## config.mk

```make
export PLATFORM = sky130hd
export DESIGN_NAME = arc_io_top
export DESIGN_NICKNAME = d
export VERILOG_FILES = /design/src/common/arc_io_pkg.sv /design/src/hw/arc_io_top.sv /design/src/hw/latches.sv /design/src/ioc/ioc.sv /design/src/ioc/ioc_kart.sv /design/src/hw/io_decode.sv
export VERILOG_INCLUDE_DIRS = /design/src /design/src/common
export SDC_FILE = /design/constraint.sdc
export NUM_CORES = 1
export LEC_CHECK = 0
export BUFFER_PORTS_ARGS = -buffer_cell sky130_fd_sc_hd__buf_2
export CAP_MARGIN = 25
export CORE_MARGIN = 3
export CORE_UTILIZATION = 50
export CTS_BUF_LIST = sky130_fd_sc_hd__clkbuf_8 sky130_fd_sc_hd__clkbuf_16
export DETAILED_ROUTE_END_ITERATION = 8
export PLACE_DENSITY = 0.88
export REMOVE_ABC_BUFFERS = 1
export SLEW_MARGIN = 40
export SYNTH_ARGS = -nofsm -noshare
export SYNTH_HDL_FRONTEND = slang
export SYNTH_SLANG_ARGS = --single-unit
```

## constraint.sdc

```tcl
create_clock -name clkcpu_i -period 4.6 [get_ports clkcpu_i]
set_input_delay 0.46 -clock clkcpu_i [delete_from_list [all_inputs] [get_ports clkcpu_i]]
set_output_delay 0.46 -clock clkcpu_i [all_outputs]
set_load 0.005 [all_outputs]
```

## src/common/arc_io_macros.svh

```systemverilog
`ifndef ARC_IO_MACROS_SVH
`define ARC_IO_MACROS_SVH

// address map
`define ARC_RAM_REGION      2'd2
`define ARC_IO_REGION       4'b1100
`define ARC_IOC_BANK        3'd0
`define ARC_LAT_BANK        3'd5
`define ARC_LAT_SPEED       2'd2

// IOC register indices
`define IOC_REG_CTRL        5'd0
`define IOC_REG_KBD         5'd1
`define IOC_REG_IRQA_STAT   5'd4
`define IOC_REG_IRQA_REQ    5'd5
`define IOC_REG_IRQA_MASK   5'd6
`define IOC_REG_IRQB_STAT   5'd8
`define IOC_REG_IRQB_REQ    5'd9
`define IOC_REG_IRQB_MASK   5'd10
`define IOC_REG_FIQ_STAT    5'd12
`define IOC_REG_FIQ_REQ     5'd13
`define IOC_REG_FIQ_MASK    5'd14

// external latch indices
`define LAT_REG_A           5'd0
`define LAT_REG_C           5'd2
`define LAT_REG_JOY0        5'd4
`define LAT_REG_JOY1        5'd5

// reset values
`define IOC_CTRL_RST        6'h3F
`define LAT_A_RST           8'hFF
`define LAT_C_RST           8'h00

`endif
```

## src/common/arc_io_pkg.sv

```systemverilog
package arc_io_pkg;

	// I/O view of a cpu byte address
	typedef struct packed {
		logic [3:0] region;
		logic       ioc_space;
		logic [1:0] speed;
		logic [2:0] bank;
		logic [8:0] unused;
		logic [4:0] reg_idx;
		logic [1:0] byte_sel;
	} io_addr_t;

	// same 26 bits, read as memory or as I/O space
	typedef union packed {
		logic [25:0] mem;
		io_addr_t    io;
	} cpu_addr_u;

	typedef struct packed {
		logic        cyc;
		logic        stb;
		logic        we;
		logic [3:0]  sel;
		cpu_addr_u   adr;
		logic [31:0] dat;
	} cpu_req_t;

	typedef struct packed {
		logic        cyc;
		logic        stb;
		logic        we;
		logic [3:0]  sel;
		logic [23:2] adr;
		logic [31:0] dat;
	} mem_req_t;

	// byte wide request towards an I/O block
	typedef struct packed {
		logic       stb;
		logic       we;
		logic [4:0] reg_idx;
		logic [7:0] wdat;
	} io_req_t;

	// latch A, bit 7 down to bit 0
	typedef struct packed {
		logic       reset_n;
		logic       inuse_n;
		logic       motor;
		logic       side;
		logic [3:0] drive_n;
	} floppy_ctl_t;

	typedef struct packed {
		logic [1:0] syncpol;
		logic [1:0] baseclk;
	} vid_enh_t;

endpackage

```

## src/hw/arc_io_top.sv

```systemverilog
`timescale 1ns/1ps

module arc_io_top (
	input  logic                    clkcpu_i,
	input  logic                    arst_n_i,
	input  arc_io_pkg::cpu_req_t    cpu_req_i,
	output logic                    cpu_ack_o,
	output logic [31:0]             cpu_dat_o,
	output arc_io_pkg::mem_req_t    mem_req_o,
	input  logic                    mem_ack_i,
	input  logic [31:0]             mem_dat_i,
	input  logic                    flybk_i,
	input  logic                    sirq_n_i,
	input  logic                    fdc_drq_i,
	input  logic                    fdc_irq_i,
	input  logic                    i2c_din_i,
	output logic                    i2c_dout_o,
	output logic                    i2c_clock_o,
	input  logic [7:0]              kbd_in_data_i,
	input  logic                    kbd_in_strobe_i,
	output logic [7:0]              kbd_out_data_o,
	output logic                    kbd_out_strobe_o,
	input  logic [4:0]              joy0_i,
	input  logic [4:0]              joy1_i,
	output arc_io_pkg::floppy_ctl_t floppy_o,
	output arc_io_pkg::vid_enh_t    vid_enh_o,
	output logic                    debug_led_o,
	output logic                    irq_o,
	output logic                    firq_o
);
	import arc_io_pkg::*;

	io_req_t    ioc_req;
	io_req_t    lat_req;
	logic [7:0] ioc_dat;
	logic [7:0] lat_dat;
	logic [5:0] ctrl;

	io_decode decode_i (
		.clkcpu_i  (clkcpu_i),
		.arst_n_i  (arst_n_i),
		.cpu_req_i (cpu_req_i),
		.cpu_ack_o (cpu_ack_o),
		.cpu_dat_o (cpu_dat_o),
		.mem_req_o (mem_req_o),
		.mem_ack_i (mem_ack_i),
		.mem_dat_i (mem_dat_i),
		.ioc_req_o (ioc_req),
		.lat_req_o (lat_req),
		.ioc_dat_i (ioc_dat),
		.lat_dat_i (lat_dat)
	);

	ioc ioc_i (
		.clkcpu_i         (clkcpu_i),
		.arst_n_i         (arst_n_i),
		.req_i            (ioc_req),
		.rdat_o           (ioc_dat),
		.flybk_i          (flybk_i),
		.sirq_n_i         (sirq_n_i),
		.fdc_drq_i        (fdc_drq_i),
		.fdc_irq_i        (fdc_irq_i),
		.i2c_din_i        (i2c_din_i),
		.ctrl_o           (ctrl),
		.irq_o            (irq_o),
		.firq_o           (firq_o),
		.kbd_in_data_i    (kbd_in_data_i),
		.kbd_in_strobe_i  (kbd_in_strobe_i),
		.kbd_out_data_o   (kbd_out_data_o),
		.kbd_out_strobe_o (kbd_out_strobe_o)
	);

	latches latches_i (
		.clkcpu_i    (clkcpu_i),
		.arst_n_i    (arst_n_i),
		.req_i       (lat_req),
		.rdat_o      (lat_dat),
		.joy0_i      (joy0_i),
		.joy1_i      (joy1_i),
		.floppy_o    (floppy_o),
		.vid_enh_o   (vid_enh_o),
		.debug_led_o (debug_led_o)
	);

	// CMOS i2c lines sit on control bits 0 and 1
	assign i2c_dout_o  = ctrl[0];
	assign i2c_clock_o = ctrl[1];

endmodule

```

## src/hw/latches.sv

```systemverilog
`timescale 1ns/1ps
`include "arc_io_macros.svh"

module latches (
	input  logic                    clkcpu_i,
	input  logic                    arst_n_i,
	input  arc_io_pkg::io_req_t     req_i,
	output logic [7:0]              rdat_o,
	input  logic [4:0]              joy0_i,
	input  logic [4:0]              joy1_i,
	output arc_io_pkg::floppy_ctl_t floppy_o,
	output arc_io_pkg::vid_enh_t    vid_enh_o,
	output logic                    debug_led_o
);
	import arc_io_pkg::*;

	floppy_ctl_t lat_a;
	logic [7:0]  lat_c;

	always_ff @(posedge clkcpu_i or negedge arst_n_i) begin
		if (!arst_n_i) begin
			lat_a <= `LAT_A_RST;
			lat_c <= `LAT_C_RST;
		end else if (req_i.stb && req_i.we) begin
			case (req_i.reg_idx)
				`LAT_REG_A: lat_a <= req_i.wdat;
				`LAT_REG_C: lat_c <= req_i.wdat;
				default: ;
			endcase
		end
	end

	// joysticks are read back raw
	always_ff @(posedge clkcpu_i) begin
		if (req_i.stb && !req_i.we) begin
			case (req_i.reg_idx)
				`LAT_REG_A:    rdat_o <= lat_a;
				`LAT_REG_C:    rdat_o <= lat_c;
				`LAT_REG_JOY0: rdat_o <= {3'b0, joy0_i};
				`LAT_REG_JOY1: rdat_o <= {3'b0, joy1_i};
				default:       rdat_o <= 8'hFF;
			endcase
		end
	end

	assign floppy_o  = lat_a;
	// enhancer uses the low nibble of latch C
	assign vid_enh_o = lat_c[3:0];

	// LED off only with drive 0 selected and in use
	assign debug_led_o = lat_a.inuse_n | lat_a.drive_n[0];

endmodule

```

## src/ioc/ioc.sv

```systemverilog
`timescale 1ns/1ps
`include "arc_io_macros.svh"

module ioc (
	input  logic                clkcpu_i,
	input  logic                arst_n_i,
	input  arc_io_pkg::io_req_t req_i,
	output logic [7:0]          rdat_o,
	input  logic                flybk_i,
	input  logic                sirq_n_i,
	input  logic                fdc_drq_i,
	input  logic                fdc_irq_i,
	input  logic                i2c_din_i,
	output logic [5:0]          ctrl_o,
	output logic                irq_o,
	output logic                firq_o,
	input  logic [7:0]          kbd_in_data_i,
	input  logic                kbd_in_strobe_i,
	output logic [7:0]          kbd_out_data_o,
	output logic                kbd_out_strobe_o
);
	import arc_io_pkg::*;

	logic       wr;
	logic       rd;
	logic       flybk_q;
	logic       flybk_lat;
	logic       kbd_full;
	logic [7:0] kbd_byte;
	logic [7:0] irqa_stat;
	logic [7:0] irqb_stat;
	logic [7:0] fiq_stat;
	logic [7:0] irqa_mask;
	logic [7:0] irqb_mask;
	logic [7:0] fiq_mask;
	logic [7:0] irqa_req;
	logic [7:0] irqb_req;
	logic [7:0] fiq_req;

	assign wr = req_i.stb & req_i.we;
	assign rd = req_i.stb & ~req_i.we;

	// control port and mask registers
	always_ff @(posedge clkcpu_i or negedge arst_n_i) begin
		if (!arst_n_i) begin
			ctrl_o    <= `IOC_CTRL_RST;
			irqa_mask <= 8'h00;
			irqb_mask <= 8'h00;
			fiq_mask  <= 8'h00;
		end else if (wr) begin
			case (req_i.reg_idx)
				`IOC_REG_CTRL:      ctrl_o    <= req_i.wdat[5:0];
				`IOC_REG_IRQA_MASK: irqa_mask <= req_i.wdat;
				`IOC_REG_IRQB_MASK: irqb_mask <= req_i.wdat;
				`IOC_REG_FIQ_MASK:  fiq_mask  <= req_i.wdat;
				default: ;
			endcase
		end
	end

	// flyback edge is latched, level sources are sampled
	always_ff @(posedge clkcpu_i or negedge arst_n_i) begin
		if (!arst_n_i) begin
			flybk_q   <= 1'b0;
			flybk_lat <= 1'b0;
			irqb_stat <= 8'h00;
			fiq_stat  <= 8'h00;
		end else begin
			flybk_q   <= flybk_i;
			irqb_stat <= {kbd_full, 5'b0, ~sirq_n_i, 1'b0};
			fiq_stat  <= {6'b0, fdc_irq_i, fdc_drq_i};
			if (flybk_i && !flybk_q)
				flybk_lat <= 1'b1;
			else if (wr && req_i.reg_idx == `IOC_REG_IRQA_REQ && req_i.wdat[3])
				flybk_lat <= 1'b0;
		end
	end

	assign irqa_stat = {4'b0, flybk_lat, 3'b0};

	assign irqa_req = irqa_stat & irqa_mask;
	assign irqb_req = irqb_stat & irqb_mask;
	assign fiq_req  = fiq_stat & fiq_mask;

	assign irq_o  = (|irqa_req) | (|irqb_req);
	assign firq_o = |fiq_req;

	// read byte is captured with the strobe, valid during ack
	always_ff @(posedge clkcpu_i) begin
		if (rd) begin
			case (req_i.reg_idx)
				`IOC_REG_CTRL:      rdat_o <= {2'b0, ctrl_o[5:1], i2c_din_i};
				`IOC_REG_KBD:       rdat_o <= kbd_byte;
				`IOC_REG_IRQA_STAT: rdat_o <= irqa_stat;
				`IOC_REG_IRQA_REQ:  rdat_o <= irqa_req;
				`IOC_REG_IRQA_MASK: rdat_o <= irqa_mask;
				`IOC_REG_IRQB_STAT: rdat_o <= irqb_stat;
				`IOC_REG_IRQB_REQ:  rdat_o <= irqb_req;
				`IOC_REG_IRQB_MASK: rdat_o <= irqb_mask;
				`IOC_REG_FIQ_STAT:  rdat_o <= fiq_stat;
				`IOC_REG_FIQ_REQ:   rdat_o <= fiq_req;
				`IOC_REG_FIQ_MASK:  rdat_o <= fiq_mask;
				default:            rdat_o <= 8'h00;
			endcase
		end
	end

	ioc_kart kart_i (
		.clkcpu_i    (clkcpu_i),
		.arst_n_i    (arst_n_i),
		.rx_data_i   (kbd_in_data_i),
		.rx_strobe_i (kbd_in_strobe_i),
		.rx_take_i   (rd && req_i.reg_idx == `IOC_REG_KBD),
		.rx_byte_o   (kbd_byte),
		.rx_full_o   (kbd_full),
		.tx_load_i   (wr && req_i.reg_idx == `IOC_REG_KBD),
		.tx_byte_i   (req_i.wdat),
		.tx_data_o   (kbd_out_data_o),
		.tx_strobe_o (kbd_out_strobe_o)
	);

endmodule

```

## src/ioc/ioc_kart.sv

```systemverilog
`timescale 1ns/1ps

module ioc_kart (
	input  logic       clkcpu_i,
	input  logic       arst_n_i,
	input  logic [7:0] rx_data_i,
	input  logic       rx_strobe_i,
	input  logic       rx_take_i,
	output logic [7:0] rx_byte_o,
	output logic       rx_full_o,
	input  logic       tx_load_i,
	input  logic [7:0] tx_byte_i,
	output logic [7:0] tx_data_o,
	output logic       tx_strobe_o
);

	// receive flag, a new byte wins over a take in the same cycle
	always_ff @(posedge clkcpu_i or negedge arst_n_i) begin
		if (!arst_n_i)
			rx_full_o <= 1'b0;
		else if (rx_strobe_i)
			rx_full_o <= 1'b1;
		else if (rx_take_i)
			rx_full_o <= 1'b0;
	end

	// later bytes simply overwrite
	always_ff @(posedge clkcpu_i) begin
		if (rx_strobe_i)
			rx_byte_o <= rx_data_i;
	end

	always_ff @(posedge clkcpu_i) begin
		if (tx_load_i)
			tx_data_o <= tx_byte_i;
	end

	// one pulse per register write
	always_ff @(posedge clkcpu_i or negedge arst_n_i) begin
		if (!arst_n_i)
			tx_strobe_o <= 1'b0;
		else
			tx_strobe_o <= tx_load_i;
	end

	a_tx_strobe_single: assert property (@(posedge clkcpu_i) disable iff (!arst_n_i)
		tx_strobe_o |=> !tx_strobe_o);

endmodule

```

## src/hw/io_decode.sv

```systemverilog
`timescale 1ns/1ps
`include "arc_io_macros.svh"

module io_decode (
	input  logic                 clkcpu_i,
	input  logic                 arst_n_i,
	input  arc_io_pkg::cpu_req_t cpu_req_i,
	output logic                 cpu_ack_o,
	output logic [31:0]          cpu_dat_o,
	output arc_io_pkg::mem_req_t mem_req_o,
	input  logic                 mem_ack_i,
	input  logic [31:0]          mem_dat_i,
	output arc_io_pkg::io_req_t  ioc_req_o,
	output arc_io_pkg::io_req_t  lat_req_o,
	input  logic [7:0]           ioc_dat_i,
	input  logic [7:0]           lat_dat_i
);
	import arc_io_pkg::*;

	cpu_addr_u adr;
	logic      ram_sel;
	logic      io_region;
	logic      ioc_sel;
	logic      lat_sel;
	logic      io_start;
	logic      io_busy;
	logic      io_ack;

	assign adr       = cpu_req_i.adr;
	assign ram_sel   = adr.mem[25:24] == `ARC_RAM_REGION;
	assign io_region = adr.io.region == `ARC_IO_REGION;
	assign ioc_sel   = io_region & adr.io.ioc_space & (adr.io.bank == `ARC_IOC_BANK);
	assign lat_sel   = io_region & (adr.io.bank == `ARC_LAT_BANK)
		& (adr.io.speed == `ARC_LAT_SPEED);

	// first cycle of a non-RAM access
	assign io_start = cpu_req_i.cyc & cpu_req_i.stb & ~ram_sel & ~io_busy;

	always_ff @(posedge clkcpu_i or negedge arst_n_i) begin
		if (!arst_n_i) begin
			io_busy <= 1'b0;
			io_ack  <= 1'b0;
		end else begin
			io_ack <= io_start;
			// held until the master drops stb
			if (io_start)
				io_busy <= 1'b1;
			else if (!(cpu_req_i.cyc && cpu_req_i.stb))
				io_busy <= 1'b0;
		end
	end

	assign mem_req_o = '{
		cyc: cpu_req_i.cyc & ram_sel,
		stb: cpu_req_i.stb & ram_sel,
		we:  cpu_req_i.we,
		sel: cpu_req_i.sel,
		adr: adr.mem[23:2],
		dat: cpu_req_i.dat
	};

	// write byte rides on data bits 23:16
	assign ioc_req_o = '{stb: io_start & ioc_sel, we: cpu_req_i.we,
		reg_idx: adr.io.reg_idx, wdat: cpu_req_i.dat[23:16]};
	assign lat_req_o = '{stb: io_start & lat_sel, we: cpu_req_i.we,
		reg_idx: adr.io.reg_idx, wdat: cpu_req_i.dat[23:16]};

	assign cpu_ack_o = ram_sel ? mem_ack_i : io_ack;

	always_comb begin
		if (ram_sel)
			cpu_dat_o = mem_dat_i;
		else if (ioc_sel)
			cpu_dat_o = {24'd0, ioc_dat_i};
		else if (lat_sel)
			cpu_dat_o = {24'd0, lat_dat_i};
		else
			cpu_dat_o = 32'hFFFF_FFFF;
	end

	a_ack_in_cycle: assert property (@(posedge clkcpu_i) disable iff (!arst_n_i)
		cpu_ack_o |-> cpu_req_i.cyc);

	a_io_ack_single: assert property (@(posedge clkcpu_i) disable iff (!arst_n_i)
		io_ack |=> !io_ack);

endmodule

```

# After elaboration in Yosys (flattened, before gate mapping)
# Index checks and enable logic that the tools add are counted.
dict set report word_totals {
  inputBits 124
  output_inout_bits 120
  word_cells 95
  regBits 88
}
dict set report op_classes {
  eq_ne 16
  reduce_logical 23
  n_bitwise 22
  mux 12
}
# operator n
set ops {}
lappend ops {{2-to-1 mux 32 bit} 3}
lappend ops {{one-hot mux 8 bit (11 select lines)} 1}
lappend ops {{one-hot mux 8 bit (4 select lines)} 1}
lappend ops {{equality test 5 x 4 -> 1 bit, second input constant} 6}
lappend ops {{OR reduction 8 bit} 3}
lappend ops {{equality test 5 x 3 -> 1 bit, second input constant} 3}
lappend ops {{bitwise AND 1 bit} 13}
lappend ops {{AND reduction 2 bit} 6}
lappend ops {{bitwise AND 2 x 8 -> 8 bit} 1}
lappend ops {{bitwise AND 4 x 8 -> 8 bit} 1}
lappend ops {{bitwise AND 8 bit} 1}
lappend ops {{logical AND 1 bit} 8}
lappend ops {{2-to-1 mux 1 bit} 7}
lappend ops {{equality test 5 x 1 -> 1 bit, second input constant} 1}
lappend ops {{equality test 5 x 2 -> 1 bit, second input constant} 1}
lappend ops {{logical NOT 5 bit} 1}
lappend ops {{equality test 2 bit, second input constant} 2}
lappend ops {{equality test 4 bit, second input constant} 1}
lappend ops {{inverter 1 bit} 4}
lappend ops {{nonzero test 2 bit} 2}
lappend ops {{equality test 3 bit, second input constant} 1}
lappend ops {{logical NOT 3 bit} 1}
lappend ops {{logical NOT 1 bit} 2}
lappend ops {{!= test 2 x 1 -> 1 bit, second input constant} 1}
lappend ops {{bitwise OR 1 bit} 2}

# Logic depth before layout (Yosys ltp)
# Gate-level depths: netlist (run 1).
dict set report logic_depth {
  ltp_word 10
  ltp_mapped 6
  depth_no_buf 4
}

# Modules after synthesis
# A second synthesis (run 1) with hierarchy kept.
dict set report hier_totals {
  cells_unflattened 426
  area_unflattened_um2 4956.0
}
# module seq_area_each_um2 area_per_inst_um2 cells_per_inst n_inst
set modules_own_cells {}
lappend modules_own_cells {ioc 1148.6 2090.8 154 1}
lappend modules_own_cells {io_decode 50.0 1163.6 165 1}
lappend modules_own_cells {latches 650.6 1159.9 87 1}
lappend modules_own_cells {ioc_kart 530.5 541.8 20 1}

# Worst setup path before layout (run 1)
# No wires, ideal clock.
dict set report synth_timing {
  kind {input -> output}
  from {input cpu_req_i[48] in the netlist's numbering}
  to {output cpu_dat_o[11]}
  path_stages 6
  path_buffers 2
  arrival_ns 1.920
  slack_ns 2.220
  t_required_ns 4.140
  path_cell_list {or3b_1 -> buf_2 -> a2111oi_0 -> nor2_1 -> clkbuf_1 -> a21o_1}
}
dict set report synth_via {
  elab_chain_cells 6
  elab_cells_between_ends 8
  classes_between {eq/ne: 1; mux: 3; bitwise: 3; reduce/logical: 1}
}
# item line_no
set synth_rtl {}
lappend synth_rtl {{start, declared} arc_io_top.sv:6} ;# input arc_io_pkg::cpu_req_t cpu_req_i,
lappend synth_rtl {{equality test 3 bit (no source line)} --}
lappend synth_rtl {{bitwise AND 1 bit (2 in series)} io_decode.sv:33} ;# assign lat_sel = io_region & (adr.io.bank == `ARC_LAT_BANK)
lappend synth_rtl {{2-to-1 mux 32 bit} io_decode.sv:75} ;# else if (lat_sel)
lappend synth_rtl {{2-to-1 mux 32 bit *} io_decode.sv:73} ;# else if (ioc_sel)
lappend synth_rtl {{2-to-1 mux 32 bit *} io_decode.sv:71} ;# if (ram_sel)
lappend synth_rtl {{end, declared} arc_io_top.sv:8} ;# output logic [31:0] cpu_dat_o,
# Every way passes the cells marked *; elsewhere a longest branch is shown, timed or not.

# Final worst setup path (run 1)
dict set report layout_timing {
  from {input cpu_req_i[48] in the netlist's numbering}
  to {output cpu_dat_o[6]}
}
# The elaborated chain is that of the path after synthesis.

==> impl_metrics.prom, run 1 <==
# TYPE chip_impl_metric gauge
chip_impl_metric{name="grt_max_degree",unit=""} 57
chip_impl_metric{name="final-seq-area",unit="mm2"} 0.00238
chip_impl_metric{name="placeableCoreArea",unit="mm2"} 0.00898
chip_impl_metric{name="cp.required",unit="ns"} 4.14
chip_impl_metric{name="area_growth_syn_to_layout",unit="%"} 14.1
chip_impl_info{name="most_common_cell_in_the_synthesized_netlist",value="sky130_fd_sc_hd__buf_4"} 1
chip_impl_metric{name="power_leakage",unit="uW"} 0.00258
chip_impl_info{name="setup.worst_path.start_class",value="primary input"} 1
chip_impl_metric{name="detailedPlacementHpwl",unit="um"} 10500
chip_impl_metric{name="ant_nets",unit=""} 0
chip_impl_metric{name="gr-usage-all-layers",unit="%"} 25.5
chip_impl_info{name="holdCritPathClass",value="primary input to flip-flop"} 1
chip_impl_info{name="synthFlopType",value="sky130_fd_sc_hd__dfrtp_1"} 1
chip_impl_info{name="yosysTopAreaCell",value="sky130_fd_sc_hd__dfrtp_1"} 1
chip_impl_metric{name="initial_utilization",unit="%"} 53.0
chip_impl_metric{name="synth_area",unit="mm2"} 0.00475
chip_impl_metric{name="ctsHtreeMaxLevel",unit=""} 3
chip_impl_metric{name="pwr_density_cell",unit="mW/mm2"} 282
chip_impl_metric{name="placementRows",unit=""} 34
chip_impl_metric{name="clock_path_buffers",unit=""} 2
chip_impl_metric{name="cts_sinks",unit=""} 88
chip_impl_metric{name="slew_worst_pin",unit="ns"} 0.716
chip_impl_metric{name="synth_seq_area_share",unit="%"} 50.1
chip_impl_metric{name="share_of_total_power_in_combinational_logic",unit="%"} 10.5
chip_impl_info{name="synth_top_cells_by_count",value="sky130_fd_sc_hd__buf_4, sky130_fd_sc_hd__dfrtp_1, sky130_fd_sc_hd__mux2_2, sky130_fd_sc_hd__edfxtp_1, sky130_fd_sc_hd__nor2_1"} 1
chip_impl_metric{name="p_switching",unit="uW"} 385
chip_impl_metric{name="cts_resized",unit=""} 0
chip_impl_metric{name="rr_worst_depth",unit=""} 3
chip_impl_metric{name="share_clk_of_total_power",unit="%"} 35.5
chip_impl_metric{name="tns",unit="ns"} 0
chip_impl_metric{name="port-buffer-count",unit=""} 167
chip_impl_metric{name="dieArea",unit="mm2"} 0.0107
chip_impl_metric{name="timing.slew.headroom",unit="%"} 51.9
chip_impl_metric{name="pwr-share-seq",unit="%"} 54.1
chip_impl_metric{name="finalClockSkew",unit="ns"} 0.0147
chip_impl_info{name="tritoncts_clock_tree",value="yes"} 1
chip_impl_metric{name="proportion_of_layout_cells_with_a_drive_suffix_above_1",unit="%"} 50.7
chip_impl_metric{name="detailed_route_wire_length_per_cell",unit="um"} 22.2
chip_impl_metric{name="synthesis.yosys.warnings",unit=""} 0
chip_impl_info{name="run_status",value="complete, no violations"} 1
chip_impl_metric{name="netSwitchingFraction",unit="%"} 25.2
chip_impl_metric{name="routabilityCongestion",unit=""} 0.896
chip_impl_metric{name="drt_drc_violations_left",unit=""} 0
chip_impl_metric{name="p_int",unit="uW"} 1140
chip_impl_metric{name="post_drt_via_cell_ratio",unit=""} 5.75
chip_impl_metric{name="multiInputGateArea",unit="mm2"} 0.00179
chip_impl_metric{name="grt_pass1_vias",unit=""} 3557
chip_impl_metric{name="hold_fix_buffers_at_cts",unit=""} 0
chip_impl_metric{name="num_vias",unit=""} 3628
chip_impl_metric{name="n_antenna_cell",unit=""} 0
chip_impl_metric{name="grt_antenna_before_repair",unit=""} 0
chip_impl_metric{name="syn_avg_cell_area",unit="um2"} 11.8
chip_impl_metric{name="post-synth-top-area-fraction",unit="%"} 22.1
chip_impl_metric{name="design_power_total",unit="uW"} 1530
chip_impl_info{name="cts.root.buffer_cell",value="sky130_fd_sc_hd__clkbuf_8"} 1
chip_impl_info{name="kind_of_end_point_of_the_critical_path",value="primary output"} 1
chip_impl_metric{name="asyncSetResetFlopFracSynth",unit="%"} 63.6
chip_impl_metric{name="worst_hold_path.num_cells",unit=""} 1
chip_impl_metric{name="number_of_enable_type_register_cells_in_the_synthesized_netlist",unit=""} 32
chip_impl_metric{name="layout.filler_cells",unit=""} 720
chip_impl_metric{name="cts_inserted_buffers",unit=""} 9
chip_impl_metric{name="io-pin-count",unit=""} 244
chip_impl_metric{name="dieHeight",unit="um"} 104
chip_impl_metric{name="final-setup-viol-count",unit=""} 0
chip_impl_metric{name="synthCells",unit=""} 402
chip_impl_metric{name="irDropWorstVdd",unit="mV"} 0.159
chip_impl_metric{name="cap_viol_max_count",unit=""} 0
chip_impl_metric{name="synth.ff_latch_count",unit=""} 88
chip_impl_info{name="yosys-top-cells-area",value="sky130_fd_sc_hd__dfrtp_1, sky130_fd_sc_hd__edfxtp_1, sky130_fd_sc_hd__buf_4"} 1
chip_impl_metric{name="drt-pass1-iter-count",unit=""} 5
chip_impl_metric{name="drt-total-wl",unit="um"} 14000
chip_impl_metric{name="die_width",unit="um"} 104
chip_impl_metric{name="minimum_clock_period_after_layout",unit="ns"} 2.74
chip_impl_metric{name="count_of_different_cell_masters_after_synthesis",unit=""} 51
chip_impl_metric{name="clock_insertion_delay_worst_skew",unit="ns"} 0.36
chip_impl_metric{name="globalRouteOverflowTotal",unit=""} 0
chip_impl_metric{name="grt_pass1_wl",unit="um"} 21200
chip_impl_info{name="worst-setup-path-type",value="primary input to primary output"} 1
chip_impl_metric{name="timing_hold_violations_final",unit=""} 0
chip_impl_metric{name="fmax",unit="MHz"} 365
chip_impl_metric{name="critPathArrivalTime",unit="ns"} 2.28
chip_impl_info{name="rsz0062_at_grt",value="no"} 1
chip_impl_metric{name="finalMaxSlewViolations",unit=""} 0
chip_impl_metric{name="maximum_fanout_encountered_on_the_critical_timing_path",unit=""} 10
chip_impl_metric{name="cts.repair_timing.setup_buffer_count",unit=""} 0
chip_impl_metric{name="min_period_over_period",unit="%"} 59.6
chip_impl_metric{name="final_nets",unit=""} 624
chip_impl_metric{name="detailed_route_iter0_violations",unit=""} 424
chip_impl_metric{name="clkTransAtPathRegs",unit="ns"} 0.09
-- sequential cells by signal, summed over array words and instances, names as in the netlist, 2 cells and up --
signal                  count
ioc_i.irqa_mask             8
ioc_i.fiq_mask              8
ioc_i.ctrl_o                6
latches_i.floppy_o          8
ioc_i.irqb_mask             8
latches_i.lat_c             8
latches_i.rdat_o            8
ioc_i.fiq_stat              2
ioc_i.rdat_o                8
ioc_i.kart_i.rx_byte_o      8
ioc_i.irqb_stat             2
ioc_i.kart_i.tx_data_o      8
-- kinds of logic after synthesis --
| family | Yosys count | synth area share [%] |
|---|---|---|
| compound gates | 75 | 11.9 |
| buf+inv | 91 | 12.5 |
| flops | 88 | 50.1 |
| mux | 52 | 12.7 |
| simple gates | 96 | 12.8 |
-- critical path, cell delays in order --
cell	delay (ns)
sky130_fd_sc_hd__buf_2	0.13
sky130_fd_sc_hd__or3b_1	0.56
sky130_fd_sc_hd__or4_1	0.68
sky130_fd_sc_hd__o22ai_1	0.26
sky130_fd_sc_hd__nor2_1	0.06
sky130_fd_sc_hd__buf_2	0.13
-- worst paths after layout --
check,from,to,slack (ns)
worst max register to register,decode_i.io_busy$_DFFE_PN0P_,ioc_i.fiq_mask[3]$_DFFE_PN0P_,2.19
worst min register to register,ioc_i.kart_i.rx_full_o$_DFFE_PN0P_,ioc_i.irqb_stat[7]$_DFF_PN0_,0.39
worst min-delay path,fdc_drq_i,ioc_i.fiq_stat[0]$_DFF_PN0_,0.20
min in group asynchronous,arst_n_i,ioc_i.irqb_mask[7]$_DFFE_PN0P_,0.23
worst max-delay path,cpu_req_i[48],cpu_dat_o[6],1.86
max in group asynchronous,arst_n_i,ioc_i.kart_i.rx_full_o$_DFFE_PN0P_,3.90
-- cells in the final DEF (no fill, tap or decap), types with 2 or more instances in the layout --
| cell | synthesis | routed |
|---|---|---|
| sky130_fd_sc_hd__and3_1 | 4 | 4 |
| sky130_fd_sc_hd__nor4_4 | 6 | 6 |
| sky130_fd_sc_hd__and2_1 | 4 | 4 |
| sky130_fd_sc_hd__or2_2 | 2 | 2 |
| sky130_fd_sc_hd__a21oi_1 | 3 | 3 |
| sky130_fd_sc_hd__o21ai_0 | 8 | 8 |
| sky130_fd_sc_hd__a22oi_1 | 12 | 12 |
| sky130_fd_sc_hd__mux2_2 | 38 | 38 |
| sky130_fd_sc_hd__nand2b_1 | 3 | 3 |
| sky130_fd_sc_hd__nor2b_1 | 4 | 4 |
| sky130_fd_sc_hd__o211ai_1 | 2 | 2 |
| sky130_fd_sc_hd__a221o_1 | 5 | 5 |
| sky130_fd_sc_hd__inv_1 | 7 | 8 |
| sky130_fd_sc_hd__edfxtp_1 | 32 | 32 |
| sky130_fd_sc_hd__nand3b_1 | 4 | 4 |
| sky130_fd_sc_hd__mux2_4 | 7 | 7 |
| sky130_fd_sc_hd__buf_4 | 63 | 3 |
| sky130_fd_sc_hd__nand4b_1 | 3 | 3 |
| sky130_fd_sc_hd__dfstp_2 | 14 | 14 |
| sky130_fd_sc_hd__mux2i_1 | 7 | 7 |
| sky130_fd_sc_hd__dfrtp_1 | 42 | 42 |
| sky130_fd_sc_hd__inv_6 | 0 | 2 |
| sky130_fd_sc_hd__o22ai_1 | 8 | 8 |
| sky130_fd_sc_hd__clkbuf_8 | 0 | 9 |
| sky130_fd_sc_hd__nor2_1 | 28 | 28 |
| sky130_fd_sc_hd__nor3_1 | 2 | 2 |
| sky130_fd_sc_hd__nand3_1 | 4 | 4 |
| sky130_fd_sc_hd__a222oi_1 | 5 | 5 |
| sky130_fd_sc_hd__nand2_1 | 18 | 18 |
| sky130_fd_sc_hd__buf_2 | 1 | 167 |
| sky130_fd_sc_hd__a21o_1 | 24 | 24 |
| sky130_fd_sc_hd__or4_1 | 4 | 4 |
-- power by group through the flow --
stage	Clock, uW	Sequential, uW	Combinational (uW)
3_5_place_dp	0	842	157
3_3_place_gp	0	841	152
5_1_grt	582	826	174
4_1_cts	546	826	158
6_report	542	826	160
2_1_floorplan	0	840	51.5
-- metal layers --
metal  part of all wire (%)  track usage [%]  up-vias
li1                       -                -     1601
met1                     42             35.4     1757
met2                     44             36.2      243
met3                     12             11.4       23
met4                    1.2             6.08        4
met5                   0.50             6.67        -
-- stage by stage --
stage	setup slack (ns)	hold slack [ns]	area (um2)	cells	util [%]
4_1_cts	1.86	0.191	5400	630	60.1
2_1_floorplan	2.05	0.164	4190	318	-
3_3_place_gp	1.76	0.360	5200	614	57.9
5_1_grt	1.80	0.192	5420	631	60.4
3_5_place_dp	1.73	0.369	5200	614	57.9
6_report	1.86	0.201	5420	631	60.4
-- layout make-up --
class,instances,share of cell area (%)
flip-flops and latches,88,43.9
multi-input cells,223,33.0
repair buffers,171,16.0
well taps,126,2.91
clock buffers,9,2.28
clock inverters,7,1.34
inverters,7,0.485
Power figures use the tool's default switching activity.
==> inputs of run 2 (changes only) <==
Settings changed: CORE_UTILIZATION 50 to 42, PLACE_DENSITY 0.88 to 0.79.
Clock period 4.6 ns to 2.3 ns, I/O delays scaled along.
==> impl_metrics.prom, run 2 (same netlist as run 1, synthesis figures left out) <==
# TYPE chip_impl_metric gauge
chip_impl_info{name="run_status",value="complete, no violations"} 1
chip_impl_info{name="layout.cells.most_common",value="sky130_fd_sc_hd__buf_2"} 1
chip_impl_info{name="rsz0062_at_grt",value="no"} 1
chip_impl_metric{name="detailed_route_iter0_violations",unit=""} 429
chip_impl_metric{name="gr-usage-all-layers",unit="%"} 22.4
chip_impl_metric{name="hold-worst-slack",unit="ns"} 0.00898
chip_impl_info{name="holdCritPathClass",value="primary input to flip-flop"} 1
chip_impl_metric{name="layout.filler_cells",unit=""} 974
chip_impl_metric{name="n_antenna_cell",unit=""} 0
chip_impl_metric{name="cp.required",unit="ns"} 2.07
chip_impl_metric{name="critPathArrivalTime",unit="ns"} 1.85
chip_impl_metric{name="initial_utilization",unit="%"} 43.5
chip_impl_info{name="most-common-layout-cells",value="sky130_fd_sc_hd__buf_2, sky130_fd_sc_hd__dfrtp_1, sky130_fd_sc_hd__mux2_2, sky130_fd_sc_hd__edfxtp_1, sky130_fd_sc_hd__nor2_1"} 1
chip_impl_metric{name="grt_antenna_before_repair",unit=""} 0
chip_impl_metric{name="clock_insertion_delay_worst_skew",unit="ns"} 0.33
chip_impl_metric{name="slew_worst_pin",unit="ns"} 0.542
chip_impl_metric{name="ctsHtreeMaxLevel",unit=""} 3
chip_impl_metric{name="placeableCoreArea",unit="mm2"} 0.0109
chip_impl_metric{name="drt_drc_violations_left",unit=""} 0
chip_impl_metric{name="detailed_route_wire_length_per_cell",unit="um"} 21.8
chip_impl_metric{name="fmax",unit="MHz"} 481
chip_impl_info{name="kind_of_end_point_of_the_critical_path",value="primary output"} 1
chip_impl_metric{name="ant_nets",unit=""} 0
chip_impl_metric{name="final_nets",unit=""} 640
chip_impl_info{name="worst-setup-path-type",value="primary input to primary output"} 1
chip_impl_metric{name="die_width",unit="um"} 112
chip_impl_metric{name="final-setup-viol-count",unit=""} 0
chip_impl_metric{name="clock_path_buffers",unit=""} 2
chip_impl_metric{name="grt_pass1_vias",unit=""} 3667
chip_impl_metric{name="dieHeight",unit="um"} 112
chip_impl_metric{name="post_drt_via_cell_ratio",unit=""} 5.48
chip_impl_metric{name="port-buffer-count",unit=""} 167
chip_impl_metric{name="num_vias",unit=""} 3621
chip_impl_metric{name="placementRows",unit=""} 38
chip_impl_metric{name="power_leakage",unit="uW"} 0.00272
chip_impl_metric{name="minimum_clock_period_after_layout",unit="ns"} 2.08
chip_impl_metric{name="min_period_over_period",unit="%"} 90.4
chip_impl_metric{name="globalRouteOverflowTotal",unit=""} 0
chip_impl_metric{name="routabilityCongestion",unit=""} 0.908
chip_impl_metric{name="finalMaxSlewViolations",unit=""} 0
chip_impl_metric{name="cts_inserted_buffers",unit=""} 9
chip_impl_metric{name="proportion_of_layout_cells_with_a_drive_suffix_above_1",unit="%"} 52.2
chip_impl_metric{name="drt-total-wl",unit="um"} 14400
chip_impl_metric{name="cap_viol_max_count",unit=""} 0
chip_impl_metric{name="area_growth_syn_to_layout",unit="%"} 19.9
chip_impl_metric{name="detailedPlacementHpwl",unit="um"} 11100
chip_impl_metric{name="timing.slew.headroom",unit="%"} 63.8
chip_impl_metric{name="drt-pass1-iter-count",unit=""} 6
chip_impl_metric{name="cts_resized",unit=""} 0
chip_impl_metric{name="design_power_total",unit="uW"} 3500
chip_impl_metric{name="timing_hold_violations_final",unit=""} 0
chip_impl_metric{name="dieArea",unit="mm2"} 0.0126
chip_impl_metric{name="finalClockSkew",unit="ns"} 0.00602
chip_impl_metric{name="irDropWorstVdd",unit="mV"} 0.304
chip_impl_metric{name="clkTransAtPathRegs",unit="ns"} 0.06
chip_impl_metric{name="maximum_fanout_encountered_on_the_critical_timing_path",unit=""} 10
chip_impl_metric{name="grt_pass1_wl",unit="um"} 21800
chip_impl_info{name="setup.worst_path.start_class",value="primary input"} 1
chip_impl_info{name="tritoncts_clock_tree",value="yes"} 1
chip_impl_metric{name="cts_sinks",unit=""} 88
chip_impl_metric{name="cts.repair_timing.setup_buffer_count",unit=""} 0
chip_impl_info{name="cts.root.buffer_cell",value="sky130_fd_sc_hd__clkbuf_16"} 1
chip_impl_metric{name="hold_fix_buffers_at_cts",unit=""} 1
chip_impl_metric{name="pwr_density_cell",unit="mW/mm2"} 613
chip_impl_metric{name="io-pin-count",unit=""} 244
chip_impl_metric{name="grt_max_degree",unit=""} 57
==> run 2: cell types whose count changed in the layout (fill, tap and decap cells not counted), sizes merged <==
cell / before / now
inv: 10 / 9
buf: 171 / 186
clkbuf: 9 / 10
dlygate4sd3: 0 / 1
==> run 2: worst max-delay path: stages <==
cell and delay (ns):
sky130_fd_sc_hd__buf_2 0.12, sky130_fd_sc_hd__or3b_1 0.41, sky130_fd_sc_hd__or4_1 0.64, sky130_fd_sc_hd__o22ai_1 0.26, sky130_fd_sc_hd__nor2_1 0.06, sky130_fd_sc_hd__buf_2 0.13
==> run 2: power by group <==
part	leakage [uW]	switching (uW)	total [uW]	internal [uW]
Combinational	0.00155	190	335	146
Clock	0.000151	620	1510	886
Sequential	0.00102	9.37	1650	1640
Total	0.00272	819	3500	2680
==> run 2: through the flow <==
| stage | setup TNS (ns) | cell area, um2 | setup slack, ns | utilization, % | cells |
|---|---|---|---|---|---|
| floorplan | -0.142 | 4190 | -0.0177 | - | 318 |
| global placement | 0 | 5380 | 0.225 | 49.2 | 644 |
| detailed placement | 0 | 5380 | 0.172 | 49.2 | 644 |
| CTS | 0 | 5700 | 0.238 | 52.1 | 661 |
| global route | 0 | 5700 | 0.177 | 52.1 | 661 |
| finish | 0 | 5700 | 0.220 | 52.1 | 661 |
==> run 2: final cells by class <==
class / count / area (um2) / area share [%]
Sequential cell: 88 / 2380 / 41.7
Inverter: 7 / 26.3 / 0.461
Clock inverter: 6 / 75.1 / 1.32
Timing Repair Buffer: 187 / 1030 / 18.0
Tap cell: 140 / 175 / 3.07
Clock buffer: 10 / 239 / 4.19
Multi-Input combinational cell: 223 / 1780 / 31.2
==> run 2: final timing paths <==
path	cells after the start	from	slack (ns)	to
setup reg to reg	5	decode_i.io_busy$_DFFE_PN0P_	0.32	ioc_i.fiq_mask[5]$_DFFE_PN0P_
hold / removal	1	fdc_irq_i	0.009	ioc_i.fiq_stat[1]$_DFF_PN0_
hold reg to reg	0	ioc_i.kart_i.rx_full_o$_DFFE_PN0P_	0.39	ioc_i.irqb_stat[7]$_DFF_PN0_
min in group asynchronous	3	arst_n_i	0.42	ioc_i.irqa_mask[2]$_DFFE_PN0P_
max in group asynchronous	3	arst_n_i	1.58	latches_i.floppy_o[4]$_DFFE_PN1P_
setup / recovery	6	cpu_req_i[48]	0.22	cpu_dat_o[2]
==> run 2: per-layer routing <==
| layer | up-vias | GRT usage, % | wire, um |
|---|---|---|---|
| met5 | - | 7.06 | 108 |
| met4 | 4 | 5.05 | 170 |
| met3 | 26 | 9.60 | 1610 |
| met2 | 207 | 32.3 | 6380 |
| met1 | 1747 | 31.1 | 6140 |
| li1 | 1637 | - | - |
